[config.mk]
export PLATFORM = sky130hd
export DESIGN_NAME = csr_file_top
export DESIGN_NICKNAME = d
export VERILOG_FILES = /design/src/csr_pkg.sv /design/src/csr_bus_if.sv /design/src/csr_op_unit.sv /design/src/csr_trap_regs.sv /design/src/csr_perf_counters.sv /design/src/csr_file_top.sv
export SDC_FILE = /design/constraint.sdc
export NUM_CORES = 2
export LEC_CHECK = 0
export BUFFER_PORTS_ARGS = -buffer_cell sky130_fd_sc_hd__buf_2
export CAP_MARGIN = 20
export CORE_UTILIZATION = 30
export CTS_CLUSTER_SIZE = 12
export DETAILED_ROUTE_END_ITERATION = 10
export GPL_ROUTABILITY_DRIVEN = 0
export PLACE_DENSITY = 0.45
export SYNTH_ARGS = -nofsm -noshare
export SYNTH_HDL_FRONTEND = slang
export SYNTH_SLANG_ARGS = --single-unit
[constraint.sdc]
create_clock -name clk_i -period 8.1 [get_ports clk_i]
set_clock_uncertainty 0.1 [all_clocks]
set_input_delay 1.215 -clock clk_i [delete_from_list [all_inputs] [get_ports clk_i]]
set_output_delay 1.215 -clock clk_i [all_outputs]
set_load 0.03 [all_outputs]
[src/csr_pkg.sv]
package csr_pkg;

  //////////////////////////////////////////////////////////////////////
  // csr addresses
  //////////////////////////////////////////////////////////////////////

  typedef enum logic [11:0] {
    CSR_MSTATUS       = 12'h300,
    CSR_MISA          = 12'h301,
    CSR_MIE           = 12'h304,
    CSR_MTVEC         = 12'h305,
    CSR_MCOUNTINHIBIT = 12'h320,
    CSR_MSCRATCH      = 12'h340,
    CSR_MEPC          = 12'h341,
    CSR_MCAUSE        = 12'h342,
    CSR_MTVAL         = 12'h343,
    CSR_MIP           = 12'h344,
    CSR_MCYCLE        = 12'hB00,
    CSR_MCYCLEH       = 12'hB80,
    CSR_MINSTRET      = 12'hB02,
    CSR_MINSTRETH     = 12'hB82
  } csr_num_e;

  // csr instruction flavour
  typedef enum logic [1:0] {
    CSR_OP_READ  = 2'b00,
    CSR_OP_WRITE = 2'b01,
    CSR_OP_SET   = 2'b10,
    CSR_OP_CLEAR = 2'b11
  } csr_op_e;

  // same address word, either an exact register or a counter group + index
  typedef union packed {
    csr_num_e num;
    struct packed {
      logic [6:0] group;  // addr[11:5]
      logic [4:0] idx;    // counter index 0..31
    } cnt;
  } csr_addr_u;

  // upper seven address bits of the counter groups
  localparam logic [6:0] CSR_GRP_MCOUNTER  = 7'h58;  // 0xB00..0xB1F
  localparam logic [6:0] CSR_GRP_MCOUNTERH = 7'h5C;  // 0xB80..0xB9F
  localparam logic [6:0] CSR_GRP_MHPMEVENT = 7'h19;  // 0x320..0x33F

  //////////////////////////////////////////////////////////////////////
  // field positions
  //////////////////////////////////////////////////////////////////////

  // mie / mip
  localparam int unsigned CSR_MSIX_BIT = 3;
  localparam int unsigned CSR_MTIX_BIT = 7;
  localparam int unsigned CSR_MEIX_BIT = 11;

  // mstatus
  localparam int unsigned MSTATUS_MIE_BIT  = 3;
  localparam int unsigned MSTATUS_MPIE_BIT = 7;
  localparam int unsigned MSTATUS_MPP_LSB  = 11;  // mpp is two bits wide

  // rv32 ic, mxl = 1 in bits 31:30
  localparam logic [31:0] MISA_VALUE = 32'h4000_0104;

  // stored cause: irq flag on top of a 5-bit code
  localparam int unsigned MCAUSE_W = 6;

  // mhpmcounter3 is the first event counter
  localparam int unsigned HPM_FIRST_IDX = 3;

endpackage

[src/csr_bus_if.sv]
`timescale 1ns/1ps

interface csr_bus_if import csr_pkg::*; ();

  // access, from the op unit
  csr_addr_u   addr;
  logic [31:0] wdata;   // already merged with read data for set/clear
  logic        we;      // one cycle per qualified write

  // answer, from the register block
  logic [31:0] rdata;
  logic        hit;     // addr names a register of this block

  modport master (
    output addr, wdata, we,
    input  rdata, hit
  );

  modport slave (
    input  addr, wdata, we,
    output rdata, hit
  );

endinterface

[src/csr_op_unit.sv]
`timescale 1ns/1ps

module csr_op_unit import csr_pkg::*; (
  input  logic        csr_access_i,
  input  logic [11:0] csr_addr_i,
  input  logic [31:0] csr_wdata_i,
  input  csr_op_e     csr_op_i,
  input  logic        instr_new_i,
  output logic [31:0] csr_rdata_o,
  output logic        illegal_csr_o,
  csr_bus_if.master   trap_bus,
  csr_bus_if.master   cnt_bus
);

  logic [31:0] wdata_int;   // value to commit
  logic        wreq;        // op modifies the csr
  logic        any_hit;
  logic        ro_write;    // write into 0xC00..0xFFF

  //////////////////////////////////////////////////////////////////////
  // read merge
  //////////////////////////////////////////////////////////////////////

  // blocks decode disjoint addresses, at most one hit
  assign csr_rdata_o = ({32{trap_bus.hit}} & trap_bus.rdata) |
                       ({32{cnt_bus.hit}}  & cnt_bus.rdata);

  assign any_hit = trap_bus.hit | cnt_bus.hit;

  //////////////////////////////////////////////////////////////////////
  // write data
  //////////////////////////////////////////////////////////////////////

  always_comb begin
    wreq = 1'b1;
    case (csr_op_i)
      CSR_OP_WRITE: wdata_int = csr_wdata_i;
      CSR_OP_SET:   wdata_int = csr_wdata_i | csr_rdata_o;
      CSR_OP_CLEAR: wdata_int = ~csr_wdata_i & csr_rdata_o;
      default: begin  // read
        wdata_int = csr_wdata_i;
        wreq      = 1'b0;
      end
    endcase
  end

  // top two address bits set means read-only space
  assign ro_write = wreq && (csr_addr_i[11:10] == 2'b11);

  assign illegal_csr_o = csr_access_i & (~any_hit | ro_write);

  // same access goes to both blocks
  assign trap_bus.addr  = csr_addr_i;
  assign trap_bus.wdata = wdata_int;
  assign cnt_bus.addr   = csr_addr_i;
  assign cnt_bus.wdata  = wdata_int;

  // one-cycle enable, dropped on illegal access
  assign trap_bus.we = csr_access_i & instr_new_i & wreq & ~illegal_csr_o;
  assign cnt_bus.we  = csr_access_i & instr_new_i & wreq & ~illegal_csr_o;

endmodule

[src/csr_trap_regs.sv]
`timescale 1ns/1ps

module csr_trap_regs import csr_pkg::*; #(
  parameter logic [31:0] MtvecResetAddr = 32'h0000_0000
) (
  input  logic                clk_i,
  input  logic                rst_ni,
  input  logic                irq_software_i,
  input  logic                irq_timer_i,
  input  logic                irq_external_i,
  input  logic                csr_save_cause_i,
  input  logic                csr_save_if_i,
  input  logic [31:0]         pc_if_i,
  input  logic [31:0]         pc_id_i,
  input  logic [MCAUSE_W-1:0] csr_mcause_i,
  input  logic [31:0]         csr_mtval_i,
  input  logic                csr_mret_i,
  csr_bus_if.slave            bus,
  output logic                irq_pending_o,
  output logic                mstatus_mie_o,
  output logic [31:0]         mepc_o,
  output logic [31:0]         mtvec_o
);

  // mstatus, mpp is hardwired to machine mode
  logic                mstatus_mie_q, mstatus_mie_d;
  logic                mstatus_mpie_q, mstatus_mpie_d;
  logic [2:0]          mie_q, mie_d;         // {external, timer, software}
  logic [31:0]         mscratch_q, mscratch_d;
  logic [31:0]         mepc_q, mepc_d;
  logic [MCAUSE_W-1:0] mcause_q, mcause_d;
  logic [31:0]         mtval_q, mtval_d;
  logic [31:8]         mtvec_q, mtvec_d;     // low byte fixed to 0x01
  logic [2:0]          mip;

  // pending = raw line masked by enable, no state
  assign mip = {irq_external_i, irq_timer_i, irq_software_i} & mie_q;

  //////////////////////////////////////////////////////////////////////
  // read decode
  //////////////////////////////////////////////////////////////////////

  always_comb begin
    bus.rdata = '0;
    bus.hit   = 1'b1;
    case (bus.addr.num)
      CSR_MSTATUS: begin
        bus.rdata[MSTATUS_MPP_LSB +: 2] = 2'b11;
        bus.rdata[MSTATUS_MPIE_BIT]     = mstatus_mpie_q;
        bus.rdata[MSTATUS_MIE_BIT]      = mstatus_mie_q;
      end
      CSR_MISA: bus.rdata = MISA_VALUE;
      CSR_MIE: begin
        bus.rdata[CSR_MSIX_BIT] = mie_q[0];
        bus.rdata[CSR_MTIX_BIT] = mie_q[1];
        bus.rdata[CSR_MEIX_BIT] = mie_q[2];
      end
      CSR_MIP: begin
        bus.rdata[CSR_MSIX_BIT] = mip[0];
        bus.rdata[CSR_MTIX_BIT] = mip[1];
        bus.rdata[CSR_MEIX_BIT] = mip[2];
      end
      CSR_MSCRATCH: bus.rdata = mscratch_q;
      CSR_MEPC:     bus.rdata = mepc_q;
      CSR_MCAUSE: begin
        // irq flag back to bit 31
        bus.rdata = {mcause_q[MCAUSE_W-1], {(32 - MCAUSE_W){1'b0}},
                     mcause_q[MCAUSE_W-2:0]};
      end
      CSR_MTVAL: bus.rdata = mtval_q;
      CSR_MTVEC: bus.rdata = mtvec_o;
      default:   bus.hit   = 1'b0;  // not ours
    endcase
  end

  //////////////////////////////////////////////////////////////////////
  // next state: sw write, then trap save / mret on top
  //////////////////////////////////////////////////////////////////////

  always_comb begin
    mstatus_mie_d  = mstatus_mie_q;
    mstatus_mpie_d = mstatus_mpie_q;
    mie_d          = mie_q;
    mscratch_d     = mscratch_q;
    mepc_d         = mepc_q;
    mcause_d       = mcause_q;
    mtval_d        = mtval_q;
    mtvec_d        = mtvec_q;

    if (bus.we) begin
      case (bus.addr.num)
        CSR_MSTATUS: begin
          mstatus_mie_d  = bus.wdata[MSTATUS_MIE_BIT];
          mstatus_mpie_d = bus.wdata[MSTATUS_MPIE_BIT];
        end
        CSR_MIE: begin
          mie_d = {bus.wdata[CSR_MEIX_BIT], bus.wdata[CSR_MTIX_BIT],
                   bus.wdata[CSR_MSIX_BIT]};
        end
        CSR_MSCRATCH: mscratch_d = bus.wdata;
        CSR_MEPC:     mepc_d     = {bus.wdata[31:1], 1'b0};  // halfword aligned
        CSR_MCAUSE:   mcause_d   = {bus.wdata[31], bus.wdata[MCAUSE_W-2:0]};
        CSR_MTVAL:    mtval_d    = bus.wdata;
        CSR_MTVEC:    mtvec_d    = bus.wdata[31:8];  // 256-byte aligned base
        default: ;
      endcase
    end

    // trap entry beats a same-cycle sw write
    if (csr_save_cause_i) begin
      mepc_d         = csr_save_if_i ? pc_if_i : pc_id_i;
      mcause_d       = csr_mcause_i;
      mtval_d        = csr_mtval_i;
      mstatus_mpie_d = mstatus_mie_q;
      mstatus_mie_d  = 1'b0;  // irqs off in handler
    end else if (csr_mret_i) begin
      mstatus_mie_d  = mstatus_mpie_q;
      mstatus_mpie_d = 1'b1;
    end
  end

  always_ff @(posedge clk_i or negedge rst_ni) begin
    if (!rst_ni) begin
      mstatus_mie_q  <= 1'b0;
      mstatus_mpie_q <= 1'b0;
      mie_q          <= '0;
      mscratch_q     <= '0;
      mepc_q         <= '0;
      mcause_q       <= '0;
      mtval_q        <= '0;
      mtvec_q        <= MtvecResetAddr[31:8];
    end else begin
      mstatus_mie_q  <= mstatus_mie_d;
      mstatus_mpie_q <= mstatus_mpie_d;
      mie_q          <= mie_d;
      mscratch_q     <= mscratch_d;
      mepc_q         <= mepc_d;
      mcause_q       <= mcause_d;
      mtval_q        <= mtval_d;
      mtvec_q        <= mtvec_d;
    end
  end

  assign irq_pending_o = |mip;
  assign mstatus_mie_o = mstatus_mie_q;
  assign mepc_o        = mepc_q;
  assign mtvec_o       = {mtvec_q, 8'h01};  // vectored mode

endmodule

[src/csr_perf_counters.sv]
`timescale 1ns/1ps

module csr_perf_counters import csr_pkg::*; #(
  parameter int unsigned HpmCounterNum   = 4,
  parameter int unsigned HpmCounterWidth = 40
) (
  input  logic     clk_i,
  input  logic     rst_ni,
  input  logic     instr_ret_i,
  input  logic     mem_load_i,
  input  logic     mem_store_i,
  input  logic     branch_i,
  input  logic     branch_taken_i,
  csr_bus_if.slave bus
);

  // slot 0 mcycle, slot 1 minstret, slots 2.. mhpmcounter3..
  localparam int unsigned NumCnt = 2 + HpmCounterNum;
  localparam logic [63:0] HpmMask = 64'((65'd1 << HpmCounterWidth) - 65'd1);
  // absent event counters read as inhibited
  localparam logic [31:0] InhibitForce = {32{1'b1}} << (HPM_FIRST_IDX + HpmCounterNum);

  logic [31:0]       mcountinhibit_q, mcountinhibit_d;
  logic [31:0]       inhibit_eff;
  logic              inhibit_we;
  logic [3:0]        hpm_event;
  logic              lo_sel, hi_sel;    // counter group match
  logic [NumCnt-1:0] cnt_incr, cnt_lo_we, cnt_hi_we;
  logic [63:0]       cnt_mask [NumCnt];
  logic [63:0]       cnt_q [NumCnt];
  logic [63:0]       cnt_d [NumCnt];

  // csr index of a counter slot
  function automatic int unsigned slot_idx(input int unsigned s);
    return (s == 0) ? 0 : s + 1;
  endfunction

  assign hpm_event   = {branch_taken_i, branch_i, mem_store_i, mem_load_i};
  assign inhibit_eff = mcountinhibit_q | InhibitForce;
  assign inhibit_we  = bus.we && (bus.addr.num == CSR_MCOUNTINHIBIT);
  assign lo_sel      = (bus.addr.cnt.group == CSR_GRP_MCOUNTER);
  assign hi_sel      = (bus.addr.cnt.group == CSR_GRP_MCOUNTERH);

  //////////////////////////////////////////////////////////////////////
  // read and hit
  //////////////////////////////////////////////////////////////////////

  always_comb begin
    bus.rdata = '0;
    bus.hit   = 1'b0;
    if (bus.addr.num == CSR_MCOUNTINHIBIT) begin
      bus.hit   = 1'b1;
      bus.rdata = inhibit_eff;
    end else if (bus.addr.cnt.group == CSR_GRP_MHPMEVENT) begin
      bus.hit = (bus.addr.cnt.idx >= HPM_FIRST_IDX);  // selectors read zero
    end else if (lo_sel || hi_sel) begin
      // fixed counters by exact address, event counters by index
      bus.hit = (bus.addr.cnt.idx >= HPM_FIRST_IDX) ||
                (bus.addr.num inside {CSR_MCYCLE, CSR_MCYCLEH, CSR_MINSTRET, CSR_MINSTRETH});
      for (int unsigned s = 0; s < NumCnt; s++) begin
        if (bus.addr.cnt.idx == slot_idx(s)) begin
          bus.rdata = hi_sel ? cnt_q[s][63:32] : cnt_q[s][31:0];
        end
      end
    end
  end

  //////////////////////////////////////////////////////////////////////
  // counter update
  //////////////////////////////////////////////////////////////////////

  always_comb begin
    mcountinhibit_d    = inhibit_we ? bus.wdata : mcountinhibit_q;
    mcountinhibit_d[1] = 1'b0;  // no mtime here

    for (int unsigned s = 0; s < NumCnt; s++) begin
      cnt_mask[s]  = (s < 2) ? {64{1'b1}} : HpmMask;
      cnt_incr[s]  = (s == 0) ? 1'b1 : (s == 1) ? instr_ret_i : hpm_event[s-2];
      cnt_lo_we[s] = bus.we && lo_sel && (bus.addr.cnt.idx == slot_idx(s));
      cnt_hi_we[s] = bus.we && hi_sel && (bus.addr.cnt.idx == slot_idx(s));

      cnt_d[s] = cnt_q[s];
      if (cnt_incr[s] && !inhibit_eff[slot_idx(s)]) begin
        cnt_d[s] = cnt_mask[s] & (cnt_q[s] + 64'd1);  // wraps at counter width
      end
      // sw write overrides the increment on that half
      if (cnt_lo_we[s]) begin
        cnt_d[s][31:0] = cnt_mask[s][31:0] & bus.wdata;
      end else if (cnt_hi_we[s]) begin
        cnt_d[s][63:32] = cnt_mask[s][63:32] & bus.wdata;
      end
    end
  end

  always_ff @(posedge clk_i or negedge rst_ni) begin
    if (!rst_ni) begin
      mcountinhibit_q <= '0;
      for (int unsigned s = 0; s < NumCnt; s++) begin
        cnt_q[s] <= '0;
      end
    end else begin
      mcountinhibit_q <= mcountinhibit_d;
      cnt_q           <= cnt_d;
    end
  end

endmodule

[src/csr_file_top.sv]
`timescale 1ns/1ps

module csr_file_top import csr_pkg::*; #(
  parameter int unsigned HpmCounterNum   = 4,   // 1..4
  parameter int unsigned HpmCounterWidth = 40,  // 32..64
  parameter logic [31:0] MtvecResetAddr  = 32'h0000_0000
) (
  input  logic                clk_i,
  input  logic                rst_ni,
  // csr access from the core
  input  logic                csr_access_i,
  input  logic [11:0]         csr_addr_i,
  input  logic [31:0]         csr_wdata_i,
  input  csr_op_e             csr_op_i,
  input  logic                instr_new_i,
  // interrupt lines
  input  logic                irq_software_i,
  input  logic                irq_timer_i,
  input  logic                irq_external_i,
  // trap control
  input  logic                csr_save_cause_i,
  input  logic                csr_save_if_i,
  input  logic [31:0]         pc_if_i,
  input  logic [31:0]         pc_id_i,
  input  logic [MCAUSE_W-1:0] csr_mcause_i,
  input  logic [31:0]         csr_mtval_i,
  input  logic                csr_mret_i,
  // counter events
  input  logic                instr_ret_i,
  input  logic                mem_load_i,
  input  logic                mem_store_i,
  input  logic                branch_i,
  input  logic                branch_taken_i,
  output logic [31:0]         csr_rdata_o,
  output logic                illegal_csr_o,
  output logic                irq_pending_o,
  output logic                mstatus_mie_o,
  output logic [31:0]         mepc_o,
  output logic [31:0]         mtvec_o
);

  csr_bus_if trap_bus ();
  csr_bus_if cnt_bus ();

  csr_op_unit op_unit_i (
    .csr_access_i  (csr_access_i),
    .csr_addr_i    (csr_addr_i),
    .csr_wdata_i   (csr_wdata_i),
    .csr_op_i      (csr_op_i),
    .instr_new_i   (instr_new_i),
    .csr_rdata_o   (csr_rdata_o),
    .illegal_csr_o (illegal_csr_o),
    .trap_bus      (trap_bus.master),
    .cnt_bus       (cnt_bus.master)
  );

  csr_trap_regs #(
    .MtvecResetAddr (MtvecResetAddr)
  ) trap_regs_i (
    .clk_i            (clk_i),
    .rst_ni           (rst_ni),
    .irq_software_i   (irq_software_i),
    .irq_timer_i      (irq_timer_i),
    .irq_external_i   (irq_external_i),
    .csr_save_cause_i (csr_save_cause_i),
    .csr_save_if_i    (csr_save_if_i),
    .pc_if_i          (pc_if_i),
    .pc_id_i          (pc_id_i),
    .csr_mcause_i     (csr_mcause_i),
    .csr_mtval_i      (csr_mtval_i),
    .csr_mret_i       (csr_mret_i),
    .bus              (trap_bus.slave),
    .irq_pending_o    (irq_pending_o),
    .mstatus_mie_o    (mstatus_mie_o),
    .mepc_o           (mepc_o),
    .mtvec_o          (mtvec_o)
  );

  csr_perf_counters #(
    .HpmCounterNum   (HpmCounterNum),
    .HpmCounterWidth (HpmCounterWidth)
  ) perf_counters_i (
    .clk_i          (clk_i),
    .rst_ni         (rst_ni),
    .instr_ret_i    (instr_ret_i),
    .mem_load_i     (mem_load_i),
    .mem_store_i    (mem_store_i),
    .branch_i       (branch_i),
    .branch_taken_i (branch_taken_i),
    .bus            (cnt_bus.slave)
  );

endmodule

==> flow_summary.yaml <==
outcome:
  status: "finished, final reports clean"
clock_tree:
  cts_hold_buf: 0
  cts_tree: "done"
  cts_buffer_depth: 3
  cts_buffers: 68
  cts_max_level: 3
  cts-root-buf: "clkbuf_16"
  post_cts_buffers: 0
  clkSinkCount: 521
  clkTransAtPathRegs_ns: 0.05
  clock_latency_ns: 0.64
  postCtsResizedCells: 0
setup_path:
  cp_max_fo: 24
  reg2reg_from: "perf_counters_i.cnt_q[284]"
  worstSetupPathType: "primary input to primary output"
  reg2reg_slack_ns: 4.38
  end_kind: "primary output"
  r2r_cells: 6
  rr_endpoint: "trap_regs_i.mepc_o[28]"
  start_kind: "primary input"
  arrival_ns: 5.58
  cp.required_ns: 6.78
layout:
  final_util: 0.352
  final_common_cell: "dfrtp_1"
  nNetsFinal: 3949
  drive_gt1_frac: 0.146
  final_cell_mix: "dfrtp_1 (521), a21oi_1 (426), nor2_1 (337), nand2_1 (299), buf_2 (253)"
  fin_cells: 5217
  area_growth_pct: 15.9
floorplan:
  io_pins: 262
  initial_utilization: 0.304
  core_area_um2: 104000
  die_area_um2: 107000
  row_count: 118
  die_w_um: 327
  die_h_um: 327
routing:
  viasPerCell: 5.73
  drt-total-wl_mm: 151
  dr.pass1.iters: 8
  wl_per_cell_um: 28.9
  drtAntennaViolNets: 0
  via_count: 29873
  drt-initial-drc-count: 2895
  drc: 0
pwr:
  vdd_ir_drop_max_mv: 0.136
  total_power_mw: 6.90
  p_leak_nw: 15.6
  p_per_area_nw_per_um2: 188
global_route:
  grt_pass1_vias: 28508
  grt_overflow: 0
  antenna_found_initial: 10
  grt_max_degree: 113
  grt_pass1_wl_mm: 215
  gr-usage-all-layers: 0.277
synth:
  synth-edff-count: 0
  synthFlopType: "dfrtp_1"
  syn_inst: 3647
  ys_warn_count: 0
  avgSynthCellArea_um2: 8.67
  ys_async_sr_fraction: 1.00
  netlist_area_um2: 31600
  synth-seq-cells: 521
  ys_seq_area_frac: 0.412
  synth_cell_types: 88
placed_design:
  io_buffers: 253
  dp_cells: 5089
  post-place-ws_ns: 1.31
  detailed_place_hpwl_mm: 105
hold_path:
  holdPathEnd: "perf_counters_i.cnt_q[45]"
  holdPathStages: 1
  min_path_type: "flop to flop"
  min-delay-start: "perf_counters_i.cnt_q[45]"
sta:
  max_freq_mhz: 145
  max_slew.worst_pin.slew_ns: 1.16
  slew_violations: 0
  slew-limit-headroom: 0.217
  fin_crit_ns: 6.90
  rsz0062_at_grt: "no"
  hold_violations: 0
  setup_tns_ns: 0
  setup_viol: 0
  fin_crit_sh: 0.852
  layout_setup_ws_ns: 1.20
job:
  drv_cap: 0
-- sequential cells by signal, summed over array words and instances, names as in the netlist --
name,count
trap_regs_i.mstatus_mpie_q,1
trap_regs_i.mcause_q,6
perf_counters_i.cnt_q,384
trap_regs_i.mepc_o,32
trap_regs_i.mtval_q,32
perf_counters_i.mcountinhibit_q,6
trap_regs_i.mie_q,3
trap_regs_i.mstatus_mie_o,1
trap_regs_i.mscratch_q,32
trap_regs_i.mtvec_q,24
-- worst max path at each step --
stage | end | slack (ns) | startpoint | cells after the start
floorplan | csr_rdata_o[1] | 3.18 | csr_addr_i[2] | 8
global placement | csr_rdata_o[15] | 1.36 | csr_addr_i[6] | 9
detailed placement | csr_rdata_o[15] | 1.31 | csr_addr_i[6] | 9
CTS | csr_rdata_o[15] | 1.30 | csr_addr_i[6] | 9
global route | csr_rdata_o[15] | 1.27 | csr_addr_i[6] | 9
finish | csr_rdata_o[15] | 1.20 | csr_addr_i[6] | 9
-- routing by layer --
layer,track usage,up-vias,share of wire
met5,0,-,0.00030
met4,0.142,6,0.057
met3,0.0412,312,0.064
met2,0.438,1272,0.46
met1,0.365,14934,0.42
li1,-,13349,-
-- power by group --
group | switching [mW] | internal (mW)
registers | 0.182 | 2.73
logic | 0.627 | 0.293
clock network | 1.29 | 1.79
total | 2.10 | 4.81
-- synth_stat cells (all sizes together) (35+ instances only) --
library cell / count / area share
nand2: 303 / 0.036
a221o: 39 / 0.012
mux2i: 162 / 0.051
o21ai: 230 / 0.037
xnor2: 170 / 0.047
xor2: 107 / 0.030
inv: 49 / 0.0058
nor2: 345 / 0.041
buf: 128 / 0.022
a21oi: 428 / 0.068
and3: 92 / 0.018
and2: 113 / 0.022
nand4: 78 / 0.015
dfrtp: 521 / 0.41
nand3: 202 / 0.032
nor4: 54 / 0.015
nor3: 70 / 0.012
clkbuf: 156 / 0.019
nor2b: 35 / 0.0069
-- critical path, cell delays in order --
cell and delay, ns:
buf_2 0.23, nand4bb_4 0.56, nor2_4 0.94, buf_4 0.58, mux2i_1 0.24, o22ai_1 0.25, nor3_1 0.90, o21ai_0 0.35
buf_2 0.27
-- cells by family after synthesis --
family	count (synthesis)	share of synthesized area
simple gates	1389	0.224
mux	188	0.0616
buf+inv	333	0.0458
compound gates	931	0.177
other cells	2	0.000237
fa+ha+maj	6	0.00237
xor+xnor	277	0.0767
flops	521	0.412
-- metrics by stage --
step	hold WS, ns	instance area, um2
5_1_grt	0.390	36600
6_report	0.381	36600
4_1_cts	0.384	36600
3_5_place_dp	0.370	34400
2_1_floorplan	0.345	31700
3_3_place_gp	0.364	34400
-- cell type report --
type                            count  area [um2]
Clock buffer                      103        2020
Inverter                           49         184
Fill cell                       10890       67400
Tap cell                         1380        1730
Clock inverter                     19         179
Sequential cell                   521       13000
Multi-Input combinational cell   2799       17500
Timing Repair Buffer              341        1990
Antenna cell                        5        12.5
(Power assumes the default switching activity.)
